**config.mk**
```make
export PLATFORM = sky130hd
export DESIGN_NAME = cw_ctrl_top
export DESIGN_NICKNAME = d
export VERILOG_FILES = /design/src/verilog/cw_pkg.sv /design/src/verilog/cw_cfg_if.sv /design/src/verilog/cw_ctrl_top.sv /design/src/verilog/cw_target_power.sv /design/src/verilog/cw_target_io.sv /design/src/verilog/cw_trigger_route.sv /design/src/verilog/cw_regfile.sv
export SDC_FILE = /design/constraint.sdc
export NUM_CORES = 1
export LEC_CHECK = 0
export BUFFER_PORTS_ARGS = -buffer_cell sky130_fd_sc_hd__buf_4
export CAP_MARGIN = 30
export CORE_UTILIZATION = 50
export DETAILED_ROUTE_END_ITERATION = 10
export PLACE_DENSITY = 0.76
export RECOVER_POWER = 100
export SYNTH_ARGS = -nofsm -noshare
export SYNTH_HDL_FRONTEND = slang
export SYNTH_SLANG_ARGS = --single-unit
```
**constraint.sdc**
```tcl
create_clock -name clk -period 8.2 [get_ports clk]
set_clock_uncertainty 0.1 [all_clocks]
set_input_delay 1.64 -clock clk [delete_from_list [all_inputs] [get_ports clk]]
set_output_delay 1.64 -clock clk [all_outputs]
set_load 0.01 [all_outputs]
```
**src/verilog/cw_pkg.sv**
```systemverilog
package cw_pkg;

	typedef logic [5:0] reg_addr_t;   // register bus address
	typedef logic [7:0] reg_byte_t;   // one register data byte
	typedef logic [15:0] reg_count_t; // byte count and register length
	typedef logic [3:0] io_vec_t;     // one bit per target io line
	typedef logic [63:0] iorouting_t; // eight routing bytes, line 1 in the low byte

	localparam reg_addr_t ADDR_EXTCLK = 6'd38;  // external clock byte
	localparam reg_addr_t ADDR_TRIGSRC = 6'd39; // trigger source byte
	localparam reg_addr_t ADDR_TRIGMOD = 6'd40; // trigger module byte
	localparam reg_addr_t ADDR_IOROUTE = 6'd55; // target io routing word

	localparam reg_count_t IOROUTE_BYTES = 16'd8; // length of the routing register

	localparam reg_byte_t RST_EXTCLK = 8'h03;
	localparam reg_byte_t RST_TRIGSRC = 8'h01;      // front panel a enabled
	localparam reg_byte_t RST_TRIGMOD = 8'h00;      // edge trigger, no front panel drive
	localparam iorouting_t RST_IOROUTE = 64'h0201; // line 1 uart tx, line 2 uart rx

	// field positions inside one line's routing byte
	localparam int RT_TX_OUT = 0;   // uart tx out
	localparam int RT_RX_IN = 1;    // uart rx in
	localparam int RT_USI_OUT = 2;  // usi out
	localparam int RT_USI_IN = 3;   // usi in
	localparam int RT_USI_OC = 4;   // usi out, open collector (line 3 only)
	localparam int RT_TX_OC = 5;    // tx out, open collector (line 3 only)
	localparam int RT_GPIO_VAL = 6; // gpio value
	localparam int RT_GPIO_EN = 7;  // gpio drive enable

	// extra bytes inside the routing word
	localparam int RT_AVRPROG = 40;    // avr programming enable
	localparam int RT_PWR_OFF = 41;    // target power off
	localparam int RT_FAST_START = 42; // skip the soft start
	localparam int RT_NRST_EN = 48;
	localparam int RT_NRST_VAL = 49;
	localparam int RT_PDID_EN = 50;
	localparam int RT_PDID_VAL = 51;
	localparam int RT_PDIC_EN = 52;
	localparam int RT_PDIC_VAL = 53;

	localparam int TRIGMOD_FPA = 3; // drive trigger onto front panel a
	localparam int TRIGMOD_FPB = 4; // drive trigger onto front panel b

	localparam logic [3:0] SOFT_DUTY = 4'd11; // soft start high time in sixteenths

	typedef enum logic [1:0] {OR = 2'd0, AND = 2'd1, NAND = 2'd2, NONE = 2'd3} trig_comb_t;
	typedef enum logic [2:0] {EXT = 3'd0, ADVIO = 3'd1, ANAPATTERN = 3'd2, DECODEDIO = 3'd3} trig_mod_t;
	typedef enum logic [1:0] {PWR_OFF = 2'd0, PWR_SOFT = 2'd1, PWR_ON = 2'd2} power_state_t;

endpackage
```
**src/verilog/cw_cfg_if.sv**
```systemverilog
`timescale 1ns/1ns

interface cw_cfg_if;

	cw_pkg::reg_byte_t extclk;     // external clock byte, only feeds the aux led now
	cw_pkg::reg_byte_t trigsrc;    // [7:6] combine mode, [5:0] source enables
	cw_pkg::reg_byte_t trigmod;    // [4:3] front panel drive, [2:0] module select
	cw_pkg::iorouting_t iorouting; // per line routing bytes plus extra bytes

	// register file side
	modport regs (
		output extclk, trigsrc, trigmod, iorouting
	);

	// function modules only look at the registers
	modport use_cfg (
		input extclk, trigsrc, trigmod, iorouting
	);

endinterface

```
**src/verilog/cw_ctrl_top.sv**
```systemverilog
`timescale 1ns/1ns

module cw_ctrl_top #(
	parameter int PWM_BITS = 11,
	parameter int SOFT_STEPS = 16383
) (
	input logic clk,
	input logic reset,
	// register bus
	input cw_pkg::reg_addr_t reg_address_i,
	input cw_pkg::reg_count_t reg_bytecnt_i,
	input cw_pkg::reg_byte_t reg_datai_i,
	input logic reg_read_i,
	input logic reg_write_i,
	input logic reg_addrvalid_i,
	output cw_pkg::reg_byte_t reg_datao_o,
	input cw_pkg::reg_addr_t reg_hypaddress_i,
	output cw_pkg::reg_count_t reg_hyplen_o,
	// triggers
	input logic trigger_fpa_i,
	input logic trigger_fpb_i,
	input cw_pkg::io_vec_t trigger_io_i,
	input logic trigger_advio_i,
	input logic trigger_anapattern_i,
	input logic trigger_decodedio_i,
	output logic trigger_ext_o,
	output logic trigger_o,
	output logic trigger_fpa_o,
	output logic trigger_fpa_oe_o,
	output logic trigger_fpb_o,
	output logic trigger_fpb_oe_o,
	// target io
	input logic uart_tx_i,
	input logic usi_out_i,
	input cw_pkg::io_vec_t targetio_i,
	output cw_pkg::io_vec_t targetio_o,
	output cw_pkg::io_vec_t targetio_oe_o,
	output logic uart_rx_o,
	output logic usi_in_o,
	output logic enable_avrprog_o,
	output logic enable_output_nrst_o,
	output logic output_nrst_o,
	output logic enable_output_pdid_o,
	output logic output_pdid_o,
	output logic enable_output_pdic_o,
	output logic output_pdic_o,
	// power and leds
	output logic targetpower_off_o,
	output logic led_auxi_o,
	output logic led_auxo_o
);

	logic io_highz; // from power control to io routing

	cw_cfg_if u_cfg ();

	cw_regfile u_regfile (
		.clk(clk),
		.reset(reset),
		.reg_address_i(reg_address_i),
		.reg_bytecnt_i(reg_bytecnt_i),
		.reg_datai_i(reg_datai_i),
		.reg_read_i(reg_read_i),
		.reg_write_i(reg_write_i),
		.reg_addrvalid_i(reg_addrvalid_i),
		.reg_datao_o(reg_datao_o),
		.reg_hypaddress_i(reg_hypaddress_i),
		.reg_hyplen_o(reg_hyplen_o),
		.cfg(u_cfg.regs)
	);

	cw_trigger_route u_trigger_route (
		.cfg(u_cfg.use_cfg),
		.trigger_fpa_i(trigger_fpa_i),
		.trigger_fpb_i(trigger_fpb_i),
		.trigger_io_i(trigger_io_i),
		.trigger_advio_i(trigger_advio_i),
		.trigger_anapattern_i(trigger_anapattern_i),
		.trigger_decodedio_i(trigger_decodedio_i),
		.trigger_ext_o(trigger_ext_o),
		.trigger_o(trigger_o),
		.trigger_fpa_o(trigger_fpa_o),
		.trigger_fpa_oe_o(trigger_fpa_oe_o),
		.trigger_fpb_o(trigger_fpb_o),
		.trigger_fpb_oe_o(trigger_fpb_oe_o)
	);

	cw_target_io u_target_io (
		.cfg(u_cfg.use_cfg),
		.io_highz_i(io_highz),
		.uart_tx_i(uart_tx_i),
		.usi_out_i(usi_out_i),
		.targetio_i(targetio_i),
		.targetio_o(targetio_o),
		.targetio_oe_o(targetio_oe_o),
		.uart_rx_o(uart_rx_o),
		.usi_in_o(usi_in_o),
		.enable_avrprog_o(enable_avrprog_o),
		.enable_output_nrst_o(enable_output_nrst_o),
		.output_nrst_o(output_nrst_o),
		.enable_output_pdid_o(enable_output_pdid_o),
		.output_pdid_o(output_pdid_o),
		.enable_output_pdic_o(enable_output_pdic_o),
		.output_pdic_o(output_pdic_o)
	);

	cw_target_power #(
		.PWM_BITS(PWM_BITS),
		.SOFT_STEPS(SOFT_STEPS)
	) u_target_power (
		.clk(clk),
		.reset(reset),
		.cfg(u_cfg.use_cfg),
		.targetpower_off_o(targetpower_off_o),
		.io_highz_o(io_highz)
	);

	assign led_auxi_o = u_cfg.trigsrc[0]; // front panel a used as trigger input
	// front panel a used as output, by the old clock modes or the trigger drive
	assign led_auxo_o = u_cfg.extclk[4] | u_cfg.extclk[3] |
		u_cfg.trigmod[cw_pkg::TRIGMOD_FPA];

endmodule

```
**src/verilog/cw_target_power.sv**
```systemverilog
`timescale 1ns/1ns

module cw_target_power #(
	parameter int PWM_BITS = 11,   // pwm period is 2^PWM_BITS cycles, at least 4
	parameter int SOFT_STEPS = 16383 // number of pwm periods in a soft start
) (
	input logic clk,
	input logic reset,
	cw_cfg_if.use_cfg cfg,
	output logic targetpower_off_o, // high switches target power off
	output logic io_highz_o        // float target io while unpowered
);

	localparam int STEP_BITS = $clog2(SOFT_STEPS + 1);
	localparam logic [STEP_BITS-1:0] STEP_LAST = STEP_BITS'(SOFT_STEPS - 1);

	cw_pkg::power_state_t state;
	logic pwr_off_q;              // registered power-off bit
	logic [PWM_BITS-1:0] pwm_cnt; // free running pwm phase
	logic [STEP_BITS-1:0] step_cnt; // soft start periods done
	logic pwm_run;                // soft start aligned to a period start
	logic pwm_wrap;               // last cycle of a pwm period
	logic pwm_high;               // off phase of the pwm

	assign pwm_wrap = &pwm_cnt;
	assign pwm_high = pwm_cnt[PWM_BITS-1 -: 4] < cw_pkg::SOFT_DUTY; // first 11/16

	always_ff @(posedge clk) begin
		if (reset) begin
			pwm_cnt <= '0;
		end else begin
			pwm_cnt <= pwm_cnt + 1'b1;
		end
	end

	always_ff @(posedge clk) begin
		if (reset) begin
			pwr_off_q <= 1'b0;
			state <= cw_pkg::PWR_ON;
			step_cnt <= '0;
			pwm_run <= 1'b0;
		end else begin
			pwr_off_q <= cfg.iorouting[cw_pkg::RT_PWR_OFF];
			case (state)
				cw_pkg::PWR_ON: begin
					if (pwr_off_q) state <= cw_pkg::PWR_OFF;
				end
				cw_pkg::PWR_OFF: begin
					step_cnt <= '0;
					pwm_run <= 1'b0;
					if (!pwr_off_q) begin // registered off to on edge
						state <= cfg.iorouting[cw_pkg::RT_FAST_START] ?
							cw_pkg::PWR_ON : cw_pkg::PWR_SOFT;
					end
				end
				cw_pkg::PWR_SOFT: begin
					if (pwr_off_q) begin
						state <= cw_pkg::PWR_OFF; // turned off mid soft start
					end else if (pwm_wrap) begin
						if (!pwm_run) begin
							pwm_run <= 1'b1; // wait for a full period
						end else if (step_cnt == STEP_LAST) begin
							state <= cw_pkg::PWR_ON;
						end else begin
							step_cnt <= step_cnt + 1'b1;
						end
					end
				end
				default: state <= cw_pkg::PWR_ON;
			endcase
		end
	end

	// pwm only while soft starting, otherwise follow the register bit
	assign targetpower_off_o = pwr_off_q |
		((state == cw_pkg::PWR_SOFT) & pwm_run & pwm_high);
	assign io_highz_o = pwr_off_q;

endmodule

```
**src/verilog/cw_target_io.sv**
```systemverilog
`timescale 1ns/1ns

module cw_target_io (
	cw_cfg_if.use_cfg cfg,
	input logic io_highz_i,               // target unpowered, float all lines
	input logic uart_tx_i,
	input logic usi_out_i,
	input cw_pkg::io_vec_t targetio_i,     // pad input values
	output cw_pkg::io_vec_t targetio_o,    // pad output values
	output cw_pkg::io_vec_t targetio_oe_o, // pad output enables
	output logic uart_rx_o,
	output logic usi_in_o,
	output logic enable_avrprog_o,
	output logic enable_output_nrst_o,
	output logic output_nrst_o,
	output logic enable_output_pdid_o,
	output logic output_pdid_o,
	output logic enable_output_pdic_o,
	output logic output_pdic_o
);

	localparam int LINES = $bits(cw_pkg::io_vec_t);

	// one line's drive as {oe, value}, first match wins
	function automatic logic [1:0] line_drive(
		input cw_pkg::reg_byte_t rt, // routing byte of the line
		input logic usi_ok,          // line supports usi out
		input logic oc_ok,           // line supports the open collector modes
		input logic tx,
		input logic usi
	);
		logic [1:0] drv;
		drv = 2'b00; // not driven
		if (rt[cw_pkg::RT_TX_OUT]) begin
			drv = {1'b1, tx};
		end else if (usi_ok && rt[cw_pkg::RT_USI_OUT]) begin
			drv = {1'b1, usi};
		end else if (oc_ok && rt[cw_pkg::RT_USI_OC]) begin
			drv = {~usi, 1'b0}; // pull low only, high is released
		end else if (oc_ok && rt[cw_pkg::RT_TX_OC]) begin
			drv = {~tx, 1'b0};
		end else if (rt[cw_pkg::RT_GPIO_EN]) begin
			drv = {1'b1, rt[cw_pkg::RT_GPIO_VAL]};
		end
		return drv;
	endfunction

	for (genvar i = 0; i < LINES; i++) begin : g_line
		logic [1:0] drv;
		// line 4 has tx and gpio only, open collector on line 3 only
		assign drv = line_drive(cfg.iorouting[8*i +: 8], i < LINES - 1, i == 2,
			uart_tx_i, usi_out_i);
		assign targetio_o[i] = drv[0];
		assign targetio_oe_o[i] = drv[1] & ~io_highz_i; // power off floats everything
	end

	// inputs take the lowest numbered line with its in-bit set
	always_comb begin
		uart_rx_o = 1'b1; // uart idles high
		usi_in_o = 1'b1;
		for (int i = LINES - 1; i >= 0; i--) begin
			if (cfg.iorouting[8*i + cw_pkg::RT_RX_IN]) begin
				uart_rx_o = targetio_i[i];
			end
			if ((i < LINES - 1) && cfg.iorouting[8*i + cw_pkg::RT_USI_IN]) begin
				usi_in_o = targetio_i[i]; // no usi in on line 4
			end
		end
	end

	// direct gpio from the extra bytes
	assign enable_avrprog_o = cfg.iorouting[cw_pkg::RT_AVRPROG];
	assign enable_output_nrst_o = cfg.iorouting[cw_pkg::RT_NRST_EN];
	assign output_nrst_o = cfg.iorouting[cw_pkg::RT_NRST_VAL];
	assign enable_output_pdid_o = cfg.iorouting[cw_pkg::RT_PDID_EN];
	assign output_pdid_o = cfg.iorouting[cw_pkg::RT_PDID_VAL];
	assign enable_output_pdic_o = cfg.iorouting[cw_pkg::RT_PDIC_EN];
	assign output_pdic_o = cfg.iorouting[cw_pkg::RT_PDIC_VAL];

endmodule

```
**src/verilog/cw_trigger_route.sv**
```systemverilog
`timescale 1ns/1ns

module cw_trigger_route (
	cw_cfg_if.use_cfg cfg,
	input logic trigger_fpa_i,          // front panel a in
	input logic trigger_fpb_i,          // front panel b in
	input cw_pkg::io_vec_t trigger_io_i, // target io lines 1..4
	input logic trigger_advio_i,        // advanced io pattern trigger
	input logic trigger_anapattern_i,   // analog pattern trigger
	input logic trigger_decodedio_i,    // decoded io trigger
	output logic trigger_ext_o,         // combined external trigger
	output logic trigger_o,             // final trigger to capture
	output logic trigger_fpa_o,
	output logic trigger_fpa_oe_o,
	output logic trigger_fpb_o,
	output logic trigger_fpb_oe_o
);

	logic [5:0] src;    // fpa, fpb, io1..io4 in enable bit order
	logic [5:0] src_en; // enable bits from trigsrc
	logic trig_or;
	logic trig_and;
	logic trig_ext;
	logic trig;

	assign src = {trigger_io_i, trigger_fpb_i, trigger_fpa_i};
	assign src_en = cfg.trigsrc[5:0];

	assign trig_or = |(src & src_en);   // nothing enabled gives 0
	assign trig_and = &(src | ~src_en); // disabled sources count as 1

	// combine mode sits in trigsrc[7:6]
	always_comb begin
		case (cw_pkg::trig_comb_t'(cfg.trigsrc[7:6]))
			cw_pkg::OR: trig_ext = trig_or;
			cw_pkg::AND: trig_ext = trig_and;
			cw_pkg::NAND: trig_ext = ~trig_and;
			cw_pkg::NONE: trig_ext = 1'b0;
			default: trig_ext = 1'b0;
		endcase
	end

	// trigger module select
	always_comb begin
		case (cw_pkg::trig_mod_t'(cfg.trigmod[2:0]))
			cw_pkg::EXT: trig = trig_ext;
			cw_pkg::ADVIO: trig = trigger_advio_i;
			cw_pkg::ANAPATTERN: trig = trigger_anapattern_i;
			cw_pkg::DECODEDIO: trig = trigger_decodedio_i;
			default: trig = 1'b0; // modes 4..7 unused
		endcase
	end

	assign trigger_ext_o = trig_ext;
	assign trigger_o = trig;

	// front panel drive, value always present, enable from trigmod
	assign trigger_fpa_o = trig;
	assign trigger_fpa_oe_o = cfg.trigmod[cw_pkg::TRIGMOD_FPA];
	assign trigger_fpb_o = trig;
	assign trigger_fpb_oe_o = cfg.trigmod[cw_pkg::TRIGMOD_FPB];

endmodule

```
**src/verilog/cw_regfile.sv**
```systemverilog
`timescale 1ns/1ns

module cw_regfile (
	input logic clk,
	input logic reset,
	input cw_pkg::reg_addr_t reg_address_i,   // address of the access
	input cw_pkg::reg_count_t reg_bytecnt_i,  // byte within a multi-byte register
	input cw_pkg::reg_byte_t reg_datai_i,     // write data
	input logic reg_read_i,                   // read strobe
	input logic reg_write_i,                  // write strobe, one cycle
	input logic reg_addrvalid_i,              // address qualifies a read
	output cw_pkg::reg_byte_t reg_datao_o,    // read data, zero when not ours
	input cw_pkg::reg_addr_t reg_hypaddress_i, // length lookup address
	output cw_pkg::reg_count_t reg_hyplen_o,  // length of that register
	cw_cfg_if.regs cfg
);

	cw_pkg::reg_byte_t extclk_q;
	cw_pkg::reg_byte_t trigsrc_q;
	cw_pkg::reg_byte_t trigmod_q;
	cw_pkg::iorouting_t iorouting_q;

	cw_pkg::reg_byte_t rd_byte;  // byte picked for the current read
	cw_pkg::reg_byte_t rd_byte_q; // registered read data
	logic rd_valid_q;            // last sampled address hit one of ours
	logic addr_hit;              // address is one of the four registers
	logic byte_ok;               // byte count inside the routing word
	logic [5:0] byte_sel;        // bit offset of the addressed routing byte

	assign byte_ok = reg_bytecnt_i < cw_pkg::IOROUTE_BYTES;
	assign byte_sel = {reg_bytecnt_i[2:0], 3'b000};

	assign addr_hit = (reg_address_i == cw_pkg::ADDR_EXTCLK) ||
		(reg_address_i == cw_pkg::ADDR_TRIGSRC) ||
		(reg_address_i == cw_pkg::ADDR_TRIGMOD) ||
		(reg_address_i == cw_pkg::ADDR_IOROUTE);

	// register storage, byte writes into the routing word
	always_ff @(posedge clk) begin
		if (reset) begin
			extclk_q <= cw_pkg::RST_EXTCLK;
			trigsrc_q <= cw_pkg::RST_TRIGSRC;
			trigmod_q <= cw_pkg::RST_TRIGMOD;
			iorouting_q <= cw_pkg::RST_IOROUTE;
		end else if (reg_write_i) begin
			case (reg_address_i)
				cw_pkg::ADDR_EXTCLK: extclk_q <= reg_datai_i;
				cw_pkg::ADDR_TRIGSRC: trigsrc_q <= reg_datai_i;
				cw_pkg::ADDR_TRIGMOD: trigmod_q <= reg_datai_i;
				cw_pkg::ADDR_IOROUTE: begin
					if (byte_ok) begin
						iorouting_q[byte_sel +: 8] <= reg_datai_i; // bytecnt picks the byte
					end
				end
				default: ; // unknown address, write dropped
			endcase
		end
	end

	// read mux
	always_comb begin
		case (reg_address_i)
			cw_pkg::ADDR_EXTCLK: rd_byte = extclk_q;
			cw_pkg::ADDR_TRIGSRC: rd_byte = trigsrc_q;
			cw_pkg::ADDR_TRIGMOD: rd_byte = trigmod_q;
			cw_pkg::ADDR_IOROUTE: rd_byte = byte_ok ? iorouting_q[byte_sel +: 8] : 8'h00;
			default: rd_byte = 8'h00;
		endcase
	end

	always_ff @(posedge clk) begin
		if (reg_read_i) begin
			rd_byte_q <= rd_byte; // held between reads
		end
	end

	always_ff @(posedge clk) begin
		if (reset) begin
			rd_valid_q <= 1'b0;
		end else begin
			rd_valid_q <= reg_addrvalid_i & addr_hit; // other slaves share the read bus
		end
	end

	assign reg_datao_o = rd_valid_q ? rd_byte_q : 8'h00;

	// length lookup, purely combinational
	always_comb begin
		case (reg_hypaddress_i)
			cw_pkg::ADDR_EXTCLK: reg_hyplen_o = 16'd1;
			cw_pkg::ADDR_TRIGSRC: reg_hyplen_o = 16'd1;
			cw_pkg::ADDR_TRIGMOD: reg_hyplen_o = 16'd1;
			cw_pkg::ADDR_IOROUTE: reg_hyplen_o = cw_pkg::IOROUTE_BYTES;
			default: reg_hyplen_o = 16'd0;
		endcase
	end

	assign cfg.extclk = extclk_q;
	assign cfg.trigsrc = trigsrc_q;
	assign cfg.trigmod = trigmod_q;
	assign cfg.iorouting = iorouting_q;

endmodule

```
Word-level counts from Yosys, hierarchy flattened
Cells that the tools add are included.
- word-level logic and storage cells: 123
- output and inout port bits: 50
- register bits: 126
- input bits: 56
- bitwise logic cells: 17
- reductions and logical operators: 18
- shift-type cells: 3
- magnitude comparators: 2
- equal/unequal tests: 26
- mux-type cells: 43
- $add $sub $neg: 3
- operators with widths (kind ; number):
    64-bit bitwise mux ; 1
    8-bit by 8-bit variable shift with 64-bit output, first input constant ; 1
    64-bit by 7-bit variable part select with 8-bit output ; 1
    8-bit by 8-bit variable part select with 64-bit output ; 1
    14-bit two-way mux ; 4
    6-bit == test, second input constant ; 8
    2-bit two-way mux ; 20
    8-bit one-hot mux with 4 select lines ; 1
    14-bit one-hot mux with 2 select lines ; 1
    16-bit by 4-bit less-than comparator with 1-bit output, second input constant ; 1
    8-bit two-way mux ; 2
    14-bit by 1-bit adder with 14-bit output, second input constant ; 1
    14-bit == test, second input constant ; 1
    11-bit by 1-bit adder with 11-bit output, second input constant ; 1
    11-bit AND reduction ; 1
    5-bit AND reduction ; 2
    1-bit two-way mux ; 9
    3-bit by 1-bit inequality test with 1-bit output, second input constant ; 3
    6-bit negator with 8-bit output ; 1
    1-bit one-hot mux with 4 select lines ; 2
    4-bit one-hot mux with 2 select lines ; 1
    1-bit bitwise AND ; 7
    6-bit bitwise AND ; 1
    2-bit == test, second input constant ; 3
    21 further kinds ; 38

Longest topological paths before layout
Gate-level depths: netlist of the first run.
- depth after elaboration: 6
- gate-level depth with buffers: 9
- mapped depth without buffers: 7

By module
Synthesis of the first run repeated with hierarchy kept, for this count alone.
- cell total of the unflattened synthesis: 782
- area, all modules: 6849.1 sq um
- by module, submodules not included (module ; area each (sq um) ; times used ; cells an instance ; sequential area each (sq um)):
    cw_regfile ; 5069.9 ; 1 ; 548 ; 2021.9
    cw_target_power ; 1347.5 ; 1 ; 160 ; 580.6
    cw_target_io ; 255.2 ; 1 ; 46 ; 0.0
    cw_trigger_route ; 170.2 ; 1 ; 27 ; 0.0
    cw_ctrl_top ; 6.3 ; 1 ; 1 ; 0.0

Least setup slack after synthesis of the first run
Ideal clock, no wire load.
- kind: in2out
- from: input trigger_fpb_i
- to: output trigger_fpb_o
- setup slack: 3.896 ns
- stages on the path: 6
- arrival: 2.564 ns
- data required time: 6.460 ns
- buffers on the path: 1
- cell sequence: nand2b_1 > o2111ai_1 > o21ai_0 > o311a_1 > a21o_1 > buf_4
- word-level cells in the longest chain between the ends: 5
- elaborated cells on any way between the ends: 7
- ends and longest elaborated chain (element ; line ; text):
    start: declaration ; cw_ctrl_top.sv:21 ; input logic trigger_fpb_i,
    6-bit OR ; cw_trigger_route.sv:30 ; assign trig_and = &(src | ~src_en);
    6-bit AND reduction ; cw_trigger_route.sv:30 ;
    1-bit inverter ; cw_trigger_route.sv:37 ; cw_pkg::NAND: trig_ext = ~trig_and;
    1-bit one-hot mux with 4 select lines * ; cw_trigger_route.sv:34 ; case (cw_pkg::trig_comb_t'(cfg.trigsrc[7:6]))
    named net trigger_ext_o ; cw_ctrl_top.sv:26 ; output logic trigger_ext_o,
    1-bit one-hot mux with 4 select lines * ; cw_trigger_route.sv:45 ; case (cw_pkg::trig_mod_t'(cfg.trigmod[2:0]))
    end: declaration ; cw_ctrl_top.sv:30 ; output logic trigger_fpb_o,
Mark *: on every way through the listed nets, which the timed path passes. The rest lies on a longest branch.

Final worst setup path of the first run
- from: input reg_bytecnt_i[0]
- to: register u_regfile.iorouting_q[0] (netlist: u_regfile.cfg.iorouting[0])
- word-level cells in the longest chain between the ends: 3
- elaborated cells on any way between the ends: 6
- ends and longest elaborated chain (element ; line ; text):
    start: declaration ; cw_ctrl_top.sv:11 ; input cw_pkg::reg_count_t reg_bytecnt_i,
    6-bit negator with 8-bit output ; cw_regfile.sv:52 ; iorouting_q[byte_sel +: 8] <= reg_datai_i;
    8-bit by 8-bit variable part select with 64-bit output or 8-bit by 8-bit variable shift with 64-bit output (tied branches) ; cw_regfile.sv:52 ;
    64-bit bitwise mux ; cw_regfile.sv:52 ;
    end signal: assignment ; cw_regfile.sv:44 ; iorouting_q <= cw_pkg::RST_IOROUTE;
    end signal: indexed assignment ; cw_regfile.sv:52 ;
    end: declaration ; cw_regfile.sv:21 ; cw_pkg::iorouting_t iorouting_q;
Several ways; a longest one is shown, not always the timed one.
A chain may end at the register's enable or synchronous reset.

==> impl_metrics.tcl, run 1 <==
set metrics [dict create \
    dpl.hpwl_um 11600 \
    grt_pass1_wl_um 25900 \
    layout_common_cells "dfxtp_1 (118), mux2i_1 (85), nor2_1 (63)" \
    first_pass_iters 5 \
    end_kind "register" \
    final.setup.tns_ns 0 \
    antenna_found_initial 0 \
    die-area_sq_um 13700 \
    postPlaceCellArea_sq_um 7290 \
    p_comb_share_pct 6.4 \
    synth_top_cell_area_share_pct 35.7 \
    synth_edf_count 8 \
    status "finished with violations" \
    antenna_cells 0 \
    pwr-share-seq_pct 44.8 \
    syn_area_sq_um 6610 \
    wl_per_cell_um 17.3 \
    antenna_left 0 \
    fp.dieW_um 117 \
    clock-root-buffer "clkbuf_16" \
    grt_setup_unrepaired "no" \
    cts_buffers 17 \
    max-vdd-ir-drop_uv 144 \
    ys.flop_type "dfxtp_1" \
    cts_tree "yes" \
    h-tree-depth 4 \
    grt_pass1_vias 5199 \
    period_share_pct 61.4 \
    io_pins 106 \
    path_cells "clkbuf_1 -> inv_1 -> ha_1 -> nor3b_1 -> nand4b_1 -> nor4_4 -> nor2b_1 -> a211o_1" \
    final_cells 954 \
    start_util_pct 51.8 \
    maxSlewHeadroom_pct -17.4 \
    min_path_type "reg2reg" \
    swShare_pct 22.2 \
    clock_latency_ns 0.41 \
    p_sw_w 0.000309 \
    violations "max-capacitance violations, max-slew violations" \
    async_flop_share_pct 0 \
    fin_area_sq_um 7710 \
    ys_ff_latch 126 \
    slowest_stage "clkbuf_1" \
    num_vias 5421 \
    io_buffers 91 \
    clock_sinks 126 \
    drc_errors 0 \
    finalMaxSlewViolations 26 \
    synthTopCellsByArea "dfxtp_1 (36%), mux2i_1 (13%), nand2b_1 (5.9%), mux4_2 (5.5%), edfxtp_1 (3.6%)" \
    clockPowerShare_pct 48.8 \
    max_slew.worst_pin.slew_ns 1.76 \
    post_cts_resized 0 \
    via_per_inst 5.68 \
    max_stage_delay_ns 1.24 \
    cts_buffer_depth 2 \
    period_needed_ns 5.03 \
    cts_setup_buffers 0 \
    seq_area_frac_synth_pct 39.4 \
    synth.distinct_cells 61 \
    syn_area_per_cell_sq_um 9.55 \
    hold_buffers 0 \
    drt_iter0_drc 445 \
    maxCapViolCount 1 \
    chipHeight_um 117 \
    syn_to_final_growth_pct 16.6 \
    yosys_warnings 0 \
    leakage_nw 2.91 \
    hold_violations 0 \
    path_class "in2reg" \
    core_area_sq_um 12800 \
    final_common_cell "dfxtp_1" \
    utilization_pct 60.3 \
    grt_max_degree 113 \
    grt_overflow 0 \
    grt.total_usage_pct 25.2 \
    power_density_nw_per_um2 181 \
    nets 834 \
    yosysTopAreaCell "dfxtp_1" \
    setup_viol 0 \
    row_count 41 \
    intPower_w 0.00108 \
    critical_path.max_fanout 25 \
    required_ns 8.39 \
    fmax_ghz 0.199 \
    routed_wl_um 16500 \
    cp-start-kind "primary input" \
    drive_gt1_share_pct 15.9 \
    worstPathArrival_ns 5.23 \
    postSynthCellCount 692 \
    finalPower_w 0.00139 \
    dp.cells 922 \
    path_clk_slew_ns 0.05 \
    gp_congestion 0.821 \
]
## critical path: cells and delay by family
family	cells	cell delay (ns)
compound gates	1	0.31
fa+ha+maj	1	0.46
buf+inv	2	1.51
simple gates	4	1.28
## cell usage after synthesis (16+ instances only)
cell / instances
inv_1: 18
dfxtp_1: 118
nor2_1: 63
o21ai_0: 17
a21oi_1: 17
mux4_2: 16
clkbuf_1: 17
mux2i_1: 85
nand2b_1: 62
buf_4: 21
nand3_1: 18
nand2_1: 54
## per-layer routing
layer	track usage, %	share of wire, %	vias up	wire length, um
met1	31.2	42	2626	7020
li1	-	-	2563	-
met4	9.87	2.4	0	394
met3	7.26	6.4	33	1060
met2	41.3	49	199	8060
met5	0	0	-	0
## power by group through the flow
stage	sequential (W)	clock [W]	combinational [W]
after detailed placement	0.000637	0	0.0000907
after global placement	0.000637	0	0.0000877
after floorplan	0.000636	0	0.0000550
after CTS	0.000624	0.000688	0.0000912
after global routing	0.000624	0.000719	0.0000963
final	0.000624	0.000680	0.0000894
## path summary, 6_finish.rpt
| check | depth (start not counted) | endpoint | slack [ns] | from |
|---|---|---|---|---|
| hold reg to reg | 2 | u_regfile.cfg.trigmod[6] | 0.36 | u_regfile.cfg.trigmod[6] |
| hold / removal | 2 | u_regfile.cfg.trigmod[6] | 0.36 | u_regfile.cfg.trigmod[6] |
| setup reg to reg | 8 | u_target_power.step_cnt[11] | 5.96 | u_target_power.step_cnt[0] |
| setup / recovery | 8 | u_regfile.cfg.iorouting[0] | 3.17 | reg_bytecnt_i[0] |
## cell families (layout without fill, tap and decap cells)
kind of cell	after synthesis	in the layout	synth area share, %
buf+inv	70	147	5.54
xor+xnor	19	19	2.52
other cells	1	14	0.0567
simple gates	290	290	24.2
flops	126	126	39.4
fa+ha+maj	8	8	1.51
mux	111	111	20.1
compound gates	67	67	6.68
## sequential cells by signal, indices dropped and copies added, names as in the netlist
name                       cells
u_regfile.rd_byte_q            8
u_target_power.step_cnt       14
u_regfile.rd_valid_q           1
u_regfile.cfg.extclk           8
u_target_power.io_highz_o      1
u_regfile.cfg.trigsrc          8
u_target_power.state           2
u_target_power.pwm_run         1
u_regfile.cfg.iorouting       64
u_target_power.pwm_cnt        11
u_regfile.cfg.trigmod          8
## stage by stage
step	setup WS [ns]	hold slack [ns]
2_1_floorplan	3.90	0.330
3_3_place_gp	3.79	0.341
3_5_place_dp	3.78	0.353
4_1_cts	3.77	0.360
5_1_grt	2.89	0.380
6_report	3.17	0.360
## area by class of cell
| type | count | area (sq um) |
|---|---|---|
| Clock inverter | 6 | 32.5 |
| Fill cell | 1109 | 5070 |
| Timing Repair Buffer | 97 | 598 |
| Inverter | 19 | 71.3 |
| Sequential cell | 126 | 2600 |
| Tap cell | 172 | 215 |
| Clock buffer | 25 | 507 |
| Multi-Input combinational cell | 509 | 3680 |
Note: power is estimated with default switching activity, not from simulation.
==> run 2, diff against run 1 <==
- ABC_AREA: default -> 1
- PLACE_DENSITY: 0.76 -> 0.78
- clock period: 8.2 -> 4.5 ns (I/O delays scaled with it)
==> run 2 against run 1 <==
- the flow still finishes with violations (max-capacitance violations, max-slew violations)
- die area increased by 8.7%
- design area increased by 6.5%
- sequential share of layout area decreased by 2.1 points
- worst hold slack got worse by 0.0027 ns
- combinational power increased by 140%
- register-to-register slack got worse by 4.2 ns
- wire length increased by 17%
- synthesized cell count increased by 57%
- clock power increased by 110%
- worst setup slack got worse by 2.3 ns
- first-iteration DRC count increased by 72%
- non-clock buffer count decreased by 1
- critical path type unchanged
- largest power group unchanged
==> impl_metrics.tcl, run 2 <==
set metrics [dict create \
    crit_top_cell "nand2_1" \
    post_cts_resized 0 \
    required_ns 4.75 \
    nets 1215 \
    yosysMostFrequentCell "nand2_1" \
    first_pass_iters 6 \
    max_stage_delay_ns 1.06 \
    synth_top_cell_area_share_pct 32.8 \
    status "finished with violations" \
    power_density_nw_per_um2 337 \
    final_common_cell "nand2_1" \
    end_kind "register" \
    hold_violations 0 \
    grt_pass1_vias 6356 \
    largest_register_ffs 64 \
    multi_input_area_sq_um 3800 \
    period_needed_ns 3.62 \
    drive_gt1_share_pct 8.68 \
    clock-root-buffer "clkbuf_16" \
    io_buffers 91 \
    grt_max_degree 68 \
    met1_length_um 8680 \
    fin_ws_ns 0.879 \
    core_area_sq_um 14000 \
    clock_latency_ns 0.42 \
    final.setup.tns_ns 0 \
    finalMaxSlewViolations 68 \
    path_cells "buf_4 -> inv_1 -> clkbuf_1 -> nand2_1 -> nor3_2 -> nand3_1 -> nand2_1 -> nand2_1 -> nor2_1" \
    grt_setup_unrepaired "no" \
    drc_errors 0 \
    synth_common_cells "nand2_1 (244), nor2_1 (140), dfxtp_1 (118)" \
    syn_area_per_cell_sq_um 6.61 \
    violations "max-capacitance violations, max-slew violations" \
    h-tree-depth 4 \
    ys_ff_latch 126 \
    ys.flop_type "dfxtp_1" \
    io_pins 106 \
    min_path_type "reg2reg" \
    chipHeight_um 122 \
    max_slew.worst_pin.slew_ns 3.03 \
    path_clk_slew_ns 0.05 \
    routed_wl_um 19400 \
    nFillCells 1399 \
    grt_pass1_wl_um 30900 \
    worstPathArrival_ns 3.87 \
    postSynthCellCount 1089 \
    seqCellArea_sq_um 2600 \
    cts_setup_buffers 0 \
    path_class "in2reg" \
    fp.dieW_um 122 \
    cts_buffer_depth 2 \
    synthTopCellsByArea "dfxtp_1 (33%), nand2_1 (13%), nand3_1 (8.1%), a21oi_1 (7.9%), nor2_1 (7.3%)" \
    syn_to_final_growth_pct 14.1 \
    maxCapViolCount 1 \
    start_util_pct 51.5 \
    syn_area_sq_um 7200 \
    antenna_cells 0 \
    worstHoldPathCells 2 \
    yosysTopAreaCell "dfxtp_1" \
    final_cells 1343 \
    via_per_inst 5.43 \
    wl_per_cell_um 14.4 \
    wl_met2_um 8850 \
    cts_tree "yes" \
    fmax_ghz 0.276 \
    row_count 43 \
    layout_common_cells "nand2_1 (249), nor2_1 (142), nand3_1 (118), dfxtp_1 (118), a21oi_1 (113)" \
    gp_congestion 0.970 \
    grt.total_usage_pct 26.6 \
    dp.cells 1312 \
    yosys_warnings 0 \
    dp_slack_ns 0.887 \
    num_vias 7298 \
    grt_overflow 0 \
    timing.hold.ws_ns 0.358 \
    antenna_left 0 \
    drt_iter0_drc 767 \
    critical_path.max_fanout 53 \
    clock_sinks 126 \
    max-vdd-ir-drop_uv 317 \
    routed.top_layer "met4" \
    r2r_cells 8 \
    wl_met3_um 1500 \
    setup_viol 0 \
    cts_buffers 17 \
    slowest_stage "clkbuf_1" \
    period_share_pct 80.5 \
    antenna_found_initial 0 \
    die-area_sq_um 14900 \
    leakage_nw 3.25 \
    synth_edf_count 8 \
    hold_buffers 0 \
    cp-start-kind "primary input" \
    seq_area_frac_synth_pct 36.2 \
    async_flop_share_pct 0 \
    maxSlewHeadroom_pct -102 \
    synth.distinct_cells 41 \
    dpl.hpwl_um 13900 \
]
run 2: cell families (layout without fill, tap and decap cells):
family | after synthesis | in the layout | synth area share [%]
fa+ha+maj | 8 | 8 | 1.39
flops | 126 | 126 | 36.2
xor+xnor | 2 | 2 | 0.243
simple gates | 567 | 567 | 35.3
buf+inv | 177 | 238 | 11.0
compound gates | 208 | 208 | 15.8
other cells | 1 | 14 | 0.0521
run 2: final timing paths:
kind	startpoint	endpoint	slack (ns)
max	reg_bytecnt_i[0]	u_regfile.cfg.iorouting[5]	0.88
min	u_regfile.cfg.iorouting[41]	u_target_power.io_highz_o	0.36
max reg2reg	u_target_power.pwm_cnt[0]	u_target_power.step_cnt[12]	1.74
min reg2reg	u_regfile.cfg.iorouting[41]	u_target_power.io_highz_o	0.36
run 2: per-stage QoR:
stage | power (W) | util [%] | instance area, sq um
final | 0.00276 | 58.7 | 8210
after global routing | 0.00284 | 58.7 | 8210
after CTS | 0.00278 | 60.2 | 8420
after detailed placement | 0.00138 | 55.9 | 7820
after global placement | 0.00138 | 55.9 | 7820
after floorplan | 0.00131 | - | 7250
run 2: routing by layer:
metal,track usage [%],vias up
li1,-,3681
met1,36.0,3295
met2,42.5,290
met3,5.76,32
met4,7.25,0
met5,0,-
run 2: critical path: cells and delay by family:
family,cells,cell delay (ns)
buffers and inverters,3,1.45
AND/OR/NAND/NOR,6,1.49
run 2: final cells by class:
type / instances / share of cell area (%)
tap: 180 / 2.74
sequential: 126 / 31.7
clock buffer: 23 / 5.58
clock inverter: 8 / 1.71
multi-input combinational: 799 / 46.3
timing repair buffer: 96 / 6.90
inverter: 111 / 5.10
run 2: where the power goes:
| part | internal [W] | total [W] | switching (W) |
|---|---|---|---|
| Sequential | 0.00113 | 0.00114 | 0.00000332 |
| Combinational | 0.0000689 | 0.000219 | 0.000150 |
| Clock | 0.000934 | 0.00141 | 0.000474 |
| Total | 0.00214 | 0.00276 | 0.000628 |
==> run 3, diff against run 2 <==
- ABC_AREA: 1 -> 0
- PLACE_DENSITY: 0.78 -> 0.76
- clock period: 4.5 -> 3.7 ns (I/O delays scaled with it)
==> run 3 against run 2 <==
- the run now ends clean
- die area decreased by 8.0%
- global-route usage decreased by 1.9 points
- first-iteration DRC count decreased by 52%
- clock power increased by 9.9%
- flip-flop and latch count unchanged
- total power increased by 13%
- final cell count decreased by 29%
- sequential power increased by 21%
- worst setup slack got worse by 0.17 ns
- largest power group unchanged
- highest routed layer unchanged
==> impl_metrics.tcl, run 3 (synthesis gave the netlist of run 1 again) <==
set metrics [dict create \
    status "completed" \
    cts_buffer_depth 2 \
    hold_end "u_regfile.cfg.trigmod[5]" \
    layout_common_cells "dfxtp_1 (118), mux2i_1 (85), buf_4 (64)" \
    fmax_ghz 0.334 \
    start_util_pct 51.8 \
    setup_viol 0 \
    antenna_found_initial 0 \
    post_cts_resized 0 \
    path_class "in2reg" \
    path_clk_slew_ns 0.05 \
    worstHoldPathCells 2 \
    maxCapViolCount 0 \
    drc_errors 0 \
    syn_to_final_growth_pct 17.0 \
    grt_pass1_wl_um 25500 \
    hold_buffers 0 \
    timing.rr.end "u_target_power.step_cnt[8]" \
    chipHeight_um 117 \
    grt_setup_unrepaired "no" \
    via_per_inst 5.61 \
    final.setup.tns_ns 0 \
    core_area_sq_um 12800 \
    max_slew.worst_pin.slew_ns 1.38 \
    final_common_cell "dfxtp_1" \
    grt.total_usage_pct 24.8 \
    r2r_slack_ns 1.31 \
    cp-start-kind "primary input" \
    dpl.hpwl_um 11700 \
    finalMaxSlewViolations 0 \
    drt_iter0_drc 371 \
    hold_violations 0 \
    leakage_nw 2.91 \
    r2r_cells 8 \
    fp.dieW_um 117 \
    num_vias 5360 \
    r2r_start "u_target_power.step_cnt[0]" \
    postPlaceCellArea_sq_um 7310 \
    power_density_nw_per_um2 404 \
    gp_congestion 0.897 \
    clock_latency_ns 0.42 \
    period_share_pct 80.8 \
    nets 835 \
    io_buffers 91 \
    grt_max_degree 83 \
    maxSlewHeadroom_pct 7.78 \
    cts_tree "yes" \
    first_pass_iters 5 \
    grt_overflow 0 \
    critical_path.max_fanout 82 \
    drive_gt1_share_pct 16.6 \
    period_needed_ns 2.99 \
    largest_register_ffs 64 \
    end_kind "register" \
    min_from "u_regfile.cfg.trigmod[5]" \
    fin_area_sq_um 7740 \
    required_ns 3.88 \
    dp_slack_ns 0.408 \
    min_path_type "reg2reg" \
    routed_wl_um 16200 \
    die-area_sq_um 13700 \
    max-vdd-ir-drop_uv 287 \
    worstPathArrival_ns 3.17 \
    grt_pass1_vias 5039 \
    clock_sinks 126 \
    fin_ws_ns 0.710 \
    h-tree-depth 4 \
    cts_buffers 17 \
    io_pins 106 \
    wl_per_cell_um 16.9 \
    antenna_cells 0 \
    cts_setup_buffers 0 \
    row_count 41 \
    clock-root-buffer "clkbuf_16" \
    antenna_left 0 \
]
==> run 3: how the worst max path moves through the flow <==
stage                                       end             start  slack (ns)
floorplan            u_regfile.cfg.iorouting[0]  reg_bytecnt_i[1]        0.61
global placement     u_regfile.cfg.iorouting[0]  reg_bytecnt_i[0]        0.53
detailed placement   u_regfile.cfg.iorouting[0]  reg_bytecnt_i[0]        0.41
CTS                  u_regfile.cfg.iorouting[0]  reg_bytecnt_i[0]        0.84
global route        u_regfile.cfg.iorouting[40]             reset        0.53
finish              u_regfile.cfg.iorouting[40]             reset        0.71
==> run 3: final cells by class <==
cell class / count / area [sq um]
clock inverter: 10 / 91.3
multi-input combinational: 509 / 3680
inverter: 19 / 71.3
timing repair buffer: 98 / 613
fill: 1058 / 5040
clock buffer: 21 / 460
tap: 172 / 215
sequential: 126 / 2600
==> run 3: where the power goes <==
part           leakage, nW  internal [W]  switching, W
Sequential            1.03       0.00138    0.00000449
Combinational         1.62     0.0000867      0.000110
Clock                0.257      0.000949      0.000601
Total                 2.91       0.00241      0.000715
==> run 3: routing by layer <==
layer	track usage, %	wire (um)
met4	10.6	374
met5	0	0
met2	41.8	7850
met3	4.79	885
met1	31.0	7060
==> run 3: worst max-delay path, stage by stage <==
cell	delay, ns
clkbuf_1	0.91
clkbuf_2	1.19
nand2b_1	0.23
mux2i_1	0.09
==> run 3: stage by stage <==
stage	utilization, %	cells	power [W]	hold WS, ns
after floorplan	-	705	0.00153	0.330
after global placement	57.2	923	0.00160	0.339
after detailed placement	57.2	923	0.00161	0.349
after CTS	61.5	954	0.00314	0.356
after global routing	60.6	955	0.00323	0.375
final	60.6	955	0.00313	0.357
